$ cat config.mk
export PLATFORM = sky130hd
export DESIGN_NAME = mcl_host_bridge
export DESIGN_NICKNAME = d
export VERILOG_FILES = /design/src/hdl/mcl_bridge_pkg.sv /design/src/hdl/mcl_host_regs.sv /design/src/hdl/mcl_tx_packer.sv /design/src/hdl/mcl_rx_fifo.sv /design/src/hdl/mcl_rx_unpacker.sv /design/src/hdl/mcl_host_bridge.sv
export VERILOG_INCLUDE_DIRS = /design/src /design/src/hdl
export SDC_FILE = /design/constraint.sdc
export NUM_CORES = 1
export LEC_CHECK = 0
export BUFFER_PORTS_ARGS = -buffer_cell sky130_fd_sc_hd__buf_2
export CAP_MARGIN = 10
export CELL_PAD_IN_SITES_DETAIL_PLACEMENT = 1
export CELL_PAD_IN_SITES_GLOBAL_PLACEMENT = 1
export CORE_MARGIN = 5
export CORE_UTILIZATION = 53
export CTS_CLUSTER_SIZE = 20
export DETAILED_ROUTE_END_ITERATION = 8
export GPL_TIMING_DRIVEN = 0
export MAX_ROUTING_LAYER = met4
export PLACE_DENSITY = 0.83
export SLEW_MARGIN = 20
export SYNTH_ARGS = -nofsm -noshare
export SYNTH_HDL_FRONTEND = slang
export SYNTH_SLANG_ARGS = --single-unit
$ cat constraint.sdc
create_clock -name clk_i -period 17 [get_ports clk_i]
set_clock_uncertainty 0.1 [all_clocks]
set_input_delay 0.85 -clock clk_i [delete_from_list [all_inputs] [get_ports clk_i]]
set_output_delay 0.85 -clock clk_i [all_outputs]
set_load 0.05 [all_outputs]
$ cat src/hdl/mcl_bridge_macros.svh
`ifndef MCL_BRIDGE_MACROS_SVH
`define MCL_BRIDGE_MACROS_SVH

// ----------------------------------------------------------------------
// bridge geometry
// ----------------------------------------------------------------------
`define MCL_WORD_W 32 // host register word

`define MCL_FLIT_W 128 // fabric flit

`define MCL_WORDS_PER_FLIT 4

`define MCL_RX_DEPTH 8 // receive fifo entries
`define MCL_CREDIT_W 4 // holds 0..MCL_RX_DEPTH

`endif

$ cat src/hdl/mcl_bridge_pkg.sv
`include "mcl_bridge_macros.svh"

package mcl_bridge_pkg;

  // ----------------------------------------------------------------------
  // data types
  // ----------------------------------------------------------------------
  typedef logic [`MCL_WORD_W-1:0] word_t;
  typedef logic [`MCL_FLIT_W-1:0] flit_t;

  // host register map
  typedef enum logic [1:0] {
    REG_TX_DATA = 2'd0, // write only
    REG_RX_DATA = 2'd1, // read pops one word
    REG_STATUS  = 2'd2, // {rx_empty, tx_busy}
    REG_CREDITS = 2'd3  // free rx fifo slots
  } reg_addr_e;

  typedef enum logic {
    PACK_FILL, // collecting host words
    PACK_SEND  // flit offered to fabric
  } pack_state_e;

endpackage

$ cat src/hdl/mcl_host_regs.sv
`include "mcl_bridge_macros.svh"

module mcl_host_regs (
  input  logic                         clk_i
  ,input  logic                        rst_n_i
  ,input  logic                        wr_stb_i
  ,input  logic                        rd_stb_i
  ,input  mcl_bridge_pkg::reg_addr_e   addr_i
  ,input  mcl_bridge_pkg::word_t       wdata_i
  ,input  logic                        tx_busy_i
  ,input  mcl_bridge_pkg::word_t       rx_word_i
  ,input  logic                        rx_valid_i
  ,input  logic [`MCL_CREDIT_W-1:0]    credits_i
  ,output logic                        tx_push_o
  ,output mcl_bridge_pkg::word_t       tx_word_o
  ,output logic                        rx_pop_o
  ,output mcl_bridge_pkg::word_t       rdata_o
  ,output logic                        rvalid_o
);

  import mcl_bridge_pkg::*;

  word_t rdata_d;

  // ----------------------------------------------------------------------
  // strobe decode
  // ----------------------------------------------------------------------
  assign tx_push_o = wr_stb_i && (addr_i == REG_TX_DATA); // packer drops it when busy
  assign tx_word_o = wdata_i;
  assign rx_pop_o  = rd_stb_i && (addr_i == REG_RX_DATA) && rx_valid_i; // no pop when empty

  // ----------------------------------------------------------------------
  // read mux, one cycle latency
  // ----------------------------------------------------------------------
  always_comb begin
    rdata_d = '0;
    case (addr_i)
      REG_TX_DATA: rdata_d = '0; // write only
      REG_RX_DATA: rdata_d = rx_valid_i ? rx_word_i : '0;
      REG_STATUS:  rdata_d = {{(`MCL_WORD_W-2){1'b0}}, ~rx_valid_i, tx_busy_i};
      REG_CREDITS: rdata_d = {{(`MCL_WORD_W-`MCL_CREDIT_W){1'b0}}, credits_i};
    endcase
  end

  always_ff @(posedge clk_i) begin
    if (rd_stb_i) begin
      rdata_o <= rdata_d;
    end
  end

  always_ff @(posedge clk_i or negedge rst_n_i) begin
    if (!rst_n_i) begin
      rvalid_o <= 1'b0;
    end else begin
      rvalid_o <= rd_stb_i; // every read answers
    end
  end

endmodule

$ cat src/hdl/mcl_tx_packer.sv
`include "mcl_bridge_macros.svh"

module mcl_tx_packer (
  input  logic                    clk_i
  ,input  logic                   rst_n_i
  ,input  logic                   push_i
  ,input  mcl_bridge_pkg::word_t  word_i
  ,input  logic                   mcl_r_i
  ,output logic                   busy_o
  ,output logic                   mcl_v_o
  ,output mcl_bridge_pkg::flit_t  mcl_data_o
);

  import mcl_bridge_pkg::*;

  localparam logic [1:0] LAST_IDX = 2'(`MCL_WORDS_PER_FLIT - 1);

  pack_state_e state_q;
  logic [1:0]  idx_q; // words collected so far
  flit_t       flit_q;
  logic        take;

  assign take = push_i && (state_q == PACK_FILL);

  // ----------------------------------------------------------------------
  // packer fsm
  // ----------------------------------------------------------------------
  always_ff @(posedge clk_i or negedge rst_n_i) begin
    if (!rst_n_i) begin
      state_q <= PACK_FILL;
      idx_q   <= 2'd0;
    end else begin
      case (state_q)
        PACK_FILL: begin
          if (take) begin
            idx_q <= idx_q + 2'd1; // wraps to 0 after the last word
            if (idx_q == LAST_IDX) begin
              state_q <= PACK_SEND;
            end
          end
        end
        PACK_SEND: begin
          if (mcl_r_i) state_q <= PACK_FILL; // accepted by fabric
        end
        default: state_q <= PACK_FILL;
      endcase
    end
  end

  // newest word enters at the top, word 0 ends up in the low bits
  always_ff @(posedge clk_i) begin
    if (take) begin
      flit_q <= {word_i, flit_q[`MCL_FLIT_W-1:`MCL_WORD_W]};
    end
  end

  assign mcl_v_o    = (state_q == PACK_SEND);
  assign busy_o     = (state_q == PACK_SEND); // host polls this
  assign mcl_data_o = flit_q; // frozen while in send

endmodule

$ cat src/hdl/mcl_rx_fifo.sv
`include "mcl_bridge_macros.svh"

module mcl_rx_fifo (
  input  logic                       clk_i
  ,input  logic                      rst_n_i
  ,input  logic                      mcl_v_i
  ,input  mcl_bridge_pkg::flit_t     mcl_data_i
  ,input  logic                      deq_i
  ,output logic                      mcl_r_o
  ,output mcl_bridge_pkg::flit_t     head_o
  ,output logic                      valid_o
  ,output logic [`MCL_CREDIT_W-1:0]  credits_o
);

  import mcl_bridge_pkg::*;

  localparam int PTR_W = $clog2(`MCL_RX_DEPTH);

  flit_t                    mem [`MCL_RX_DEPTH];
  logic [PTR_W-1:0]         wr_ptr_q;
  logic [PTR_W-1:0]         rd_ptr_q;
  logic [`MCL_CREDIT_W-1:0] credits_q; // free slots
  logic                     enq;
  logic                     deq;

  assign enq = mcl_v_i && mcl_r_o;
  assign deq = deq_i && valid_o;

  // ----------------------------------------------------------------------
  // storage
  // ----------------------------------------------------------------------
  always_ff @(posedge clk_i) begin
    if (enq) begin
      mem[wr_ptr_q] <= mcl_data_i;
    end
  end

  always_ff @(posedge clk_i or negedge rst_n_i) begin
    if (!rst_n_i) begin
      wr_ptr_q <= '0;
      rd_ptr_q <= '0;
    end else begin
      if (enq) wr_ptr_q <= wr_ptr_q + 1'b1; // depth is a power of two
      if (deq) rd_ptr_q <= rd_ptr_q + 1'b1;
    end
  end

  // ----------------------------------------------------------------------
  // credit counter
  // ----------------------------------------------------------------------
  always_ff @(posedge clk_i or negedge rst_n_i) begin
    if (!rst_n_i) begin
      credits_q <= `MCL_CREDIT_W'(`MCL_RX_DEPTH);
    end else begin
      case ({enq, deq})
        2'b10:   credits_q <= credits_q - 1'b1;
        2'b01:   credits_q <= credits_q + 1'b1;
        default: credits_q <= credits_q; // both or neither
      endcase
    end
  end

  assign credits_o = credits_q;
  assign mcl_r_o   = (credits_q != '0); // full holds off the fabric
  assign valid_o   = (credits_q != `MCL_CREDIT_W'(`MCL_RX_DEPTH));
  assign head_o    = mem[rd_ptr_q];

endmodule

$ cat src/hdl/mcl_rx_unpacker.sv
`include "mcl_bridge_macros.svh"

module mcl_rx_unpacker (
  input  logic                    clk_i
  ,input  logic                   rst_n_i
  ,input  mcl_bridge_pkg::flit_t  head_i
  ,input  logic                   valid_i
  ,input  logic                   pop_i
  ,output mcl_bridge_pkg::word_t  word_o
  ,output logic                   valid_o
  ,output logic                   deq_o
);

  localparam logic [1:0] LAST_IDX = 2'(`MCL_WORDS_PER_FLIT - 1);

  logic [1:0] idx_q; // next word of the head flit
  logic       take;

  assign take = pop_i && valid_i;

  // ----------------------------------------------------------------------
  // word index
  // ----------------------------------------------------------------------
  always_ff @(posedge clk_i or negedge rst_n_i) begin
    if (!rst_n_i) begin
      idx_q <= 2'd0;
    end else if (take) begin
      idx_q <= idx_q + 2'd1; // wraps onto the next flit
    end
  end

  // low word first
  assign word_o  = head_i[idx_q*`MCL_WORD_W +: `MCL_WORD_W];
  assign valid_o = valid_i;

  // last word taken, release the flit
  assign deq_o = take && (idx_q == LAST_IDX);

endmodule

$ cat src/hdl/mcl_host_bridge.sv
`include "mcl_bridge_macros.svh"

module mcl_host_bridge (
  input  logic                       clk_i
  ,input  logic                      rst_n_i
  // host register port
  ,input  logic                      wr_stb_i
  ,input  logic                      rd_stb_i
  ,input  mcl_bridge_pkg::reg_addr_e addr_i
  ,input  mcl_bridge_pkg::word_t     wdata_i
  ,output mcl_bridge_pkg::word_t     rdata_o
  ,output logic                      rvalid_o
  // fabric transmit
  ,output logic                      mcl_v_o
  ,output mcl_bridge_pkg::flit_t     mcl_data_o
  ,input  logic                      mcl_r_i
  // fabric receive
  ,input  logic                      mcl_v_i
  ,input  mcl_bridge_pkg::flit_t     mcl_data_i
  ,output logic                      mcl_r_o
);

  import mcl_bridge_pkg::*;

  logic                     tx_push;
  word_t                    tx_word;
  logic                     tx_busy;
  logic                     rx_pop;
  word_t                    rx_word;
  logic                     rx_valid;
  logic [`MCL_CREDIT_W-1:0] credits;
  flit_t                    fifo_head;
  logic                     fifo_valid;
  logic                     fifo_deq;

  // ----------------------------------------------------------------------
  // host side
  // ----------------------------------------------------------------------
  mcl_host_regs i_mcl_host_regs (
    .clk_i      (clk_i   ),
    .rst_n_i    (rst_n_i ),
    .wr_stb_i   (wr_stb_i),
    .rd_stb_i   (rd_stb_i),
    .addr_i     (addr_i  ),
    .wdata_i    (wdata_i ),
    .tx_busy_i  (tx_busy ),
    .rx_word_i  (rx_word ),
    .rx_valid_i (rx_valid),
    .credits_i  (credits ),
    .tx_push_o  (tx_push ),
    .tx_word_o  (tx_word ),
    .rx_pop_o   (rx_pop  ),
    .rdata_o    (rdata_o ),
    .rvalid_o   (rvalid_o)
  );

  // ----------------------------------------------------------------------
  // transmit, 32 -> 128
  // ----------------------------------------------------------------------
  mcl_tx_packer i_mcl_tx_packer (
    .clk_i      (clk_i     ),
    .rst_n_i    (rst_n_i   ),
    .push_i     (tx_push   ),
    .word_i     (tx_word   ),
    .mcl_r_i    (mcl_r_i   ),
    .busy_o     (tx_busy   ),
    .mcl_v_o    (mcl_v_o   ),
    .mcl_data_o (mcl_data_o)
  );

  // ----------------------------------------------------------------------
  // receive, 128 -> 32
  // ----------------------------------------------------------------------
  mcl_rx_fifo i_mcl_rx_fifo (
    .clk_i      (clk_i     ),
    .rst_n_i    (rst_n_i   ),
    .mcl_v_i    (mcl_v_i   ),
    .mcl_data_i (mcl_data_i),
    .deq_i      (fifo_deq  ),
    .mcl_r_o    (mcl_r_o   ),
    .head_o     (fifo_head ),
    .valid_o    (fifo_valid),
    .credits_o  (credits   )  // vacancy report
  );

  mcl_rx_unpacker i_mcl_rx_unpacker (
    .clk_i   (clk_i     ),
    .rst_n_i (rst_n_i   ),
    .head_i  (fifo_head ),
    .valid_i (fifo_valid),
    .pop_i   (rx_pop    ),
    .word_o  (rx_word   ),
    .valid_o (rx_valid  ),
    .deq_o   (fifo_deq  )
  );

endmodule

* Word level (Yosys, flattened, before mapping)
Memories as Yosys holds them, arrays and structs flattened.
Index checks and enable logic that the tools add are counted.
** Storage, ports and cells
- Memories kept :: 1
- Bits in registers :: 176
- Bits of input ports :: 168
- Output and inout bits :: 163
- Bits in writable memories :: 1024
- Word-level logic and storage cells :: 48
** Cells by class
- Multiplexer cells :: 9
- Add/sub/neg operators :: 6
- Bitwise gates (word level) :: 2
- Reductions and logical operators :: 12
- Shift operators :: 1
- Equal/unequal tests :: 8
** Memory list
- i_mcl_rx_fifo.mem :: depth 8, bits a word 128, read ports 1, clocked after Yosys merged registers in 0, wr ports 1, line mcl_rx_fifo.sv:19 : flit_t mem [`MCL_RX_DEPTH];
** Operator list (count)
- 32-bit case mux with 4 select lines :: 1
- 128-bit by 8-bit indexed part select with 32-bit output :: 1
- 32-bit 2-to-1 mux :: 1
- 2-bit equality test, second input constant :: 5
- 1-bit logical AND :: 8
- 4-bit case mux with 2 select lines :: 1
- 3-bit by 1-bit adder with 3-bit output, second input constant :: 2
- 1-bit 2-to-1 mux :: 5
- 2-bit by 1-bit adder with 2-bit output, second input constant :: 2
- 4-bit by 1-bit adder with 4-bit output, second input constant :: 1
- 2-bit by 1-bit equality test with 1-bit output, second input constant :: 2
- 4-bit inequality test, second input constant :: 1
- 4-bit nonzero test :: 1
- 4-bit by 1-bit subtractor with 4-bit output, second input constant :: 1
- 2-bit zero test :: 1
- 1-bit inverter :: 2
- 1-bit case mux with 2 select lines :: 1
- 2-bit AND reduction :: 1
- 2-bit nonzero test :: 1

* Depth between registers and ports, before layout
- Word-level depth :: 8
- Gate-level depth with buffers :: 13
- Gate-level depth less buffers :: 11

* Hierarchy
Synthesis repeated with hierarchy kept, for this count alone.
** Unflattened totals
- Cell total of the unflattened synthesis :: 1846
- Area, all modules :: 45542.4 µm²
** By module, submodules not included
- mcl_rx_fifo :: cells each 1546, area an instance 39060.0 µm², sequential area each 31001.0 µm², times used 1
- mcl_tx_packer :: cells each 138, area an instance 3990.1 µm², sequential area each 3918.8 µm², times used 1
- mcl_host_regs :: cells each 114, area an instance 1570.3 µm², sequential area each 985.9 µm², times used 1
- mcl_rx_unpacker :: cells each 48, area an instance 922.1 µm², sequential area each 50.0 µm², times used 1

* Least setup slack after synthesis
OpenSTA, ideal clock, no wires.
- Path kind :: in2reg
- Start :: in addr_i[1]
- End :: reg i_mcl_tx_packer.idx_q[1]
- Buffers on the path :: 0
- Arrival time :: 15.841 ns
- Stages on the path :: 2
- Data required time :: 16.767 ns
- Library setup time :: 0.133 ns
- Slack :: 0.926 ns
- Cell sequence :: nor4b_1 > mux2_2
** On the way
- Longest elaborated chain between the ends :: 4
** Ends and longest elaborated chain
- start: declaration :: line mcl_host_bridge.sv:9 : ,input mcl_bridge_pkg::reg_addr_e addr_i
- 2-bit zero test :: line mcl_host_regs.sv:28 : assign tx_push_o = wr_stb_i && (addr_i == REG_TX_DATA);
- 1-bit logical AND :: line mcl_host_regs.sv:28
- 1-bit logical AND :: line mcl_tx_packer.sv:23 : assign take = push_i && (state_q == PACK_FILL);
- 2-bit AND reduction (no source line)
- end signal: assignment :: line mcl_tx_packer.sv:36 : idx_q <= idx_q + 2'd1;
- end: declaration :: line mcl_tx_packer.sv:19 : logic [1:0] idx_q;
Every way passes these cells.
A chain may end at the register's enable or synchronous reset.

* Worst setup path in the final report
- Start :: reg i_mcl_tx_packer.state_q, in the netlist i_mcl_tx_packer.busy_o
- End :: reg i_mcl_tx_packer.flit_q[109], in the netlist i_mcl_tx_packer.mcl_data_o[109] (enable)
** On the way
- Longest elaborated chain between the ends :: 2
** Ends and longest elaborated chain
- start: declaration :: line mcl_tx_packer.sv:18 : pack_state_e state_q;
- start signal: assignment :: line mcl_tx_packer.sv:30 : state_q <= PACK_FILL;
- start signal: assignment :: line mcl_tx_packer.sv:38 : state_q <= PACK_SEND;
- start signal: assignment :: line mcl_tx_packer.sv:43 : if (mcl_r_i) state_q <= PACK_FILL;
- 1-bit inverter
- 1-bit logical AND :: line mcl_tx_packer.sv:23
- net i_mcl_tx_packer.take :: line mcl_tx_packer.sv:21 : logic take;
- end signal: assignment :: line mcl_tx_packer.sv:53 : flit_q <= {word_i, flit_q[`MCL_FLIT_W-1:`MCL_WORD_W]};
- end: declaration :: line mcl_tx_packer.sv:20 : flit_t flit_q;
The timed path passes the listed nets, and every way through them passes these cells.

==> out/qor.yml <==
status: "finished, final reports clean"
syn_inst: 1855
tightest_slew_ns: 1.13
fin_crit_sh_pct: 29.7
crit_top_cell: "buf_2"
gp_congestion: 0.881
layout-drive-gt1-share_pct: 37.2
top_level_ports: 331
ys_ff_latch: 1200
min_path_type: "input port to flip-flop"
p_per_area_mw_per_mm2: 170
path_depth: 17
drv_cap: 0
dr.pass1.iters: 5
numPortBuffers: 330
cp_slowest_cell: "nor4b_2"
cts_sinks: 1200
overflow: 0
core-area_mm2: 0.0836
ys_seq_area_share_pct: 80.5
initial_utilization_pct: 53.4
critical_path_buf_inv_count: 16
area_delta_synth_final_pct: 18.2
critPathCaptureType: "flip-flop"
numCtsBuffers: 117
critical_path_class: "flip-flop to flip-flop"
critPathLaunchType: "flip-flop"
syn_area_mm2: 0.0447
synth_edf_count: 1184
grt_pass1_wl_um: 184000
ant_nets: 0
fin_crit_ns: 5.05
ir_worst_vdd_uv: 96.8
grt_pass1_vias: 24500
setup_viol: 0
grt_setup_unrepaired: "no"
place_area_mm2: 0.0491
vias: 23900
clk_pin_slew_ns: 0.06
async_flop_share_pct: 1.33
yosys_warnings: 0
htree_levels: 3
clock.fmax_mhz: 198
cp_max_fo: 9
p_leak_nw: 17.8
finalHoldViolations: 0
path_cells: "nor4b_2 -> buf_4 -> buf_2 -> buf_4 -> buf_2 -> buf_2 -> buf_4 -> buf_2 -> buf_2 -> buf_2 -> buf_4 -> buf_2 -> buf_2 -> buf_2 -> buf_4 -> buf_2 -> buf_2"
crit_arrival_ns: 5.32
grt_start_max_net_pins: 36
root_buffer: "clkbuf_16"
die_area_mm2: 0.0902
synth.net_count: 2031
r2r_cells: 17
synthFlopType: "edfxtp_1"
cp.required_ns: 17.26
place_hpwl_um: 80900
drt_iter0_drc: 3419
insertion_delay_ns: 0.69
final_area_mm2: 0.0528
cts_buffer_depth: 3
drt-total-wl_um: 136000
viasPerCell: 6.61
drc_errors: 0
synth_area_per_cell_um2: 24.1
holdPathStages: 1
fin_hold_ws_ns: 0.237
cts_tree: "done"
synth.distinct_cells: 48
wire_per_inst_um: 37.6
path_delay_family: "buffers and inverters"
slowest_delay_ns: 0.49
fp.dieW_um: 300
rows: 106
antenna_found_initial: 46
max_slew_margin_pct: 24.4
finalMaxSlewViolations: 0
track_usage_pct: 29.6
cts_resized: 0
die_h_um: 300
nets: 2576
[state kept, by name (all words and copies together), names as in the netlist]
name / flops
i_mcl_host_regs.rdata_o: 32
i_mcl_host_regs.rvalid_o: 1
i_mcl_rx_fifo.credits_o: 4
i_mcl_rx_fifo.mem: 1024
i_mcl_rx_fifo.rd_ptr_q: 3
i_mcl_rx_fifo.wr_ptr_q: 3
i_mcl_rx_unpacker.idx_q: 2
i_mcl_tx_packer.busy_o: 1
i_mcl_tx_packer.idx_q: 2
i_mcl_tx_packer.mcl_data_o: 128
[placed cells by master (no fill, tap or decap), types with 7 or more instances in the layout]
cell type  Yosys  final
buf_12         0     21
buf_16         0     19
buf_2         45    390
buf_4         15     52
buf_6          5     10
bufinv_16      0      7
clkbuf_1      14     34
clkbuf_16      0    118
clkinv_1       0     36
clkinv_2       0     22
dfrtp_1       15     15
diode_2        0     44
edfxtp_1    1184   1184
ha_1           7      7
mux2_2        13     13
mux2i_1      116    116
mux4_2       250    250
nand2_1       13     13
nand3_1        7      7
o22ai_1       58     58
or2_1         28     28
[through the flow]
| stage | total power, mW | utilization, % | worst slack (ns) | cells | TNS (ns) |
|---|---|---|---|---|---|
| final | 8.98 | 63.2 | 11.95 | 3620 | 0 |
| after global routing | 9.23 | 63.2 | 11.60 | 3619 | 0 |
| after CTS | 8.92 | 63.1 | 11.85 | 3576 | 0 |
| after detailed placement | 6.37 | 58.7 | 11.26 | 3360 | 0 |
| after global placement | 6.26 | 57.0 | -2.98 | 3265 | -790.55 |
| after floorplan | 5.46 | - | 0.926 | 1855 | 0 |
[path summary, 6_finish.rpt]
kind	startpoint	endpoint	slack (ns)
worst max-delay path	i_mcl_tx_packer.busy_o	i_mcl_tx_packer.mcl_data_o[109]	11.95
worst min-delay path	wdata_i[28]	i_mcl_tx_packer.mcl_data_o[124]	0.24
worst max register to register	i_mcl_tx_packer.busy_o	i_mcl_tx_packer.mcl_data_o[109]	11.95
worst min register to register	i_mcl_tx_packer.mcl_data_o[48]	i_mcl_tx_packer.mcl_data_o[16]	0.33
max in group asynchronous	rst_n_i	i_mcl_rx_fifo.credits_o[3]	15.92
min in group asynchronous	rst_n_i	i_mcl_host_regs.rvalid_o	0.55
[layer usage]
| metal | part of all wire (%) | wire (um) | up-vias | global-route usage, % |
|---|---|---|---|---|
| met3 | 11 | 15600 | 371 | 7.91 |
| met2 | 50 | 67900 | 2147 | 47.1 |
| met4 | 4.6 | 6210 | 0 | 13.3 |
| met1 | 34 | 46500 | 12300 | 36.0 |
| li1 | - | - | 9068 | - |
| met5 | 0 | 0 | - | - |
[Yosys cell counts, drive strengths merged (3+ instances only)]
cell | count | area share [%]
o21ai | 5 | 0.056
nor2 | 11 | 0.092
nand2 | 13 | 0.11
xnor2 | 6 | 0.12
o22ai | 58 | 0.81
nand2b | 4 | 0.056
inv | 4 | 0.034
dfrtp | 15 | 0.84
mux4 | 253 | 13
nand3 | 7 | 0.078
buf | 74 | 0.96
a211oi | 3 | 0.050
a31oi | 3 | 0.042
or2 | 29 | 0.41
mux2 | 13 | 0.33
nor2b | 5 | 0.070
edfxtp | 1184 | 80
clkbuf | 14 | 0.12
mux2i | 116 | 2.6
xor2 | 3 | 0.059
ha | 7 | 0.20
[timing repair]
action,CTS,global route
buffers inserted,0,0
hold buffers,1,0
hold endpoints to repair,15,0
[final cells by class]
class,instances,area (um^2)
diodes,44,110
plain buffers,88,485
well taps,1080,1350
multi-input cells,563,8270
repair buffers,426,3010
fillers,6839,30800
clock inverters,76,573
inverters,4,15.0
clock buffers,139,3030
flip-flops and latches,1200,36000
[where the power goes]
part	switching (mW)	internal, mW	total, mW	leakage [nW]
Combinational	1.59	1.03	2.62	5.04
Clock	1.14	1.37	2.52	1.77
Sequential	0.151	3.69	3.84	11.0
Total	2.88	6.10	8.98	17.8
[kinds of logic after synthesis]
kind of cell,count (synthesis),synth area share (%)
AOI/OAI and AO/OA,81,1.18
muxes,382,15.7
DFF,1200,80.5
adders and majority gates,8,0.241
buffers and inverters,92,1.11
and+or+nand+nor,83,1.06
xor gates and xnor gates,9,0.177
No activity file was read; power rests on OpenSTA's default activity.
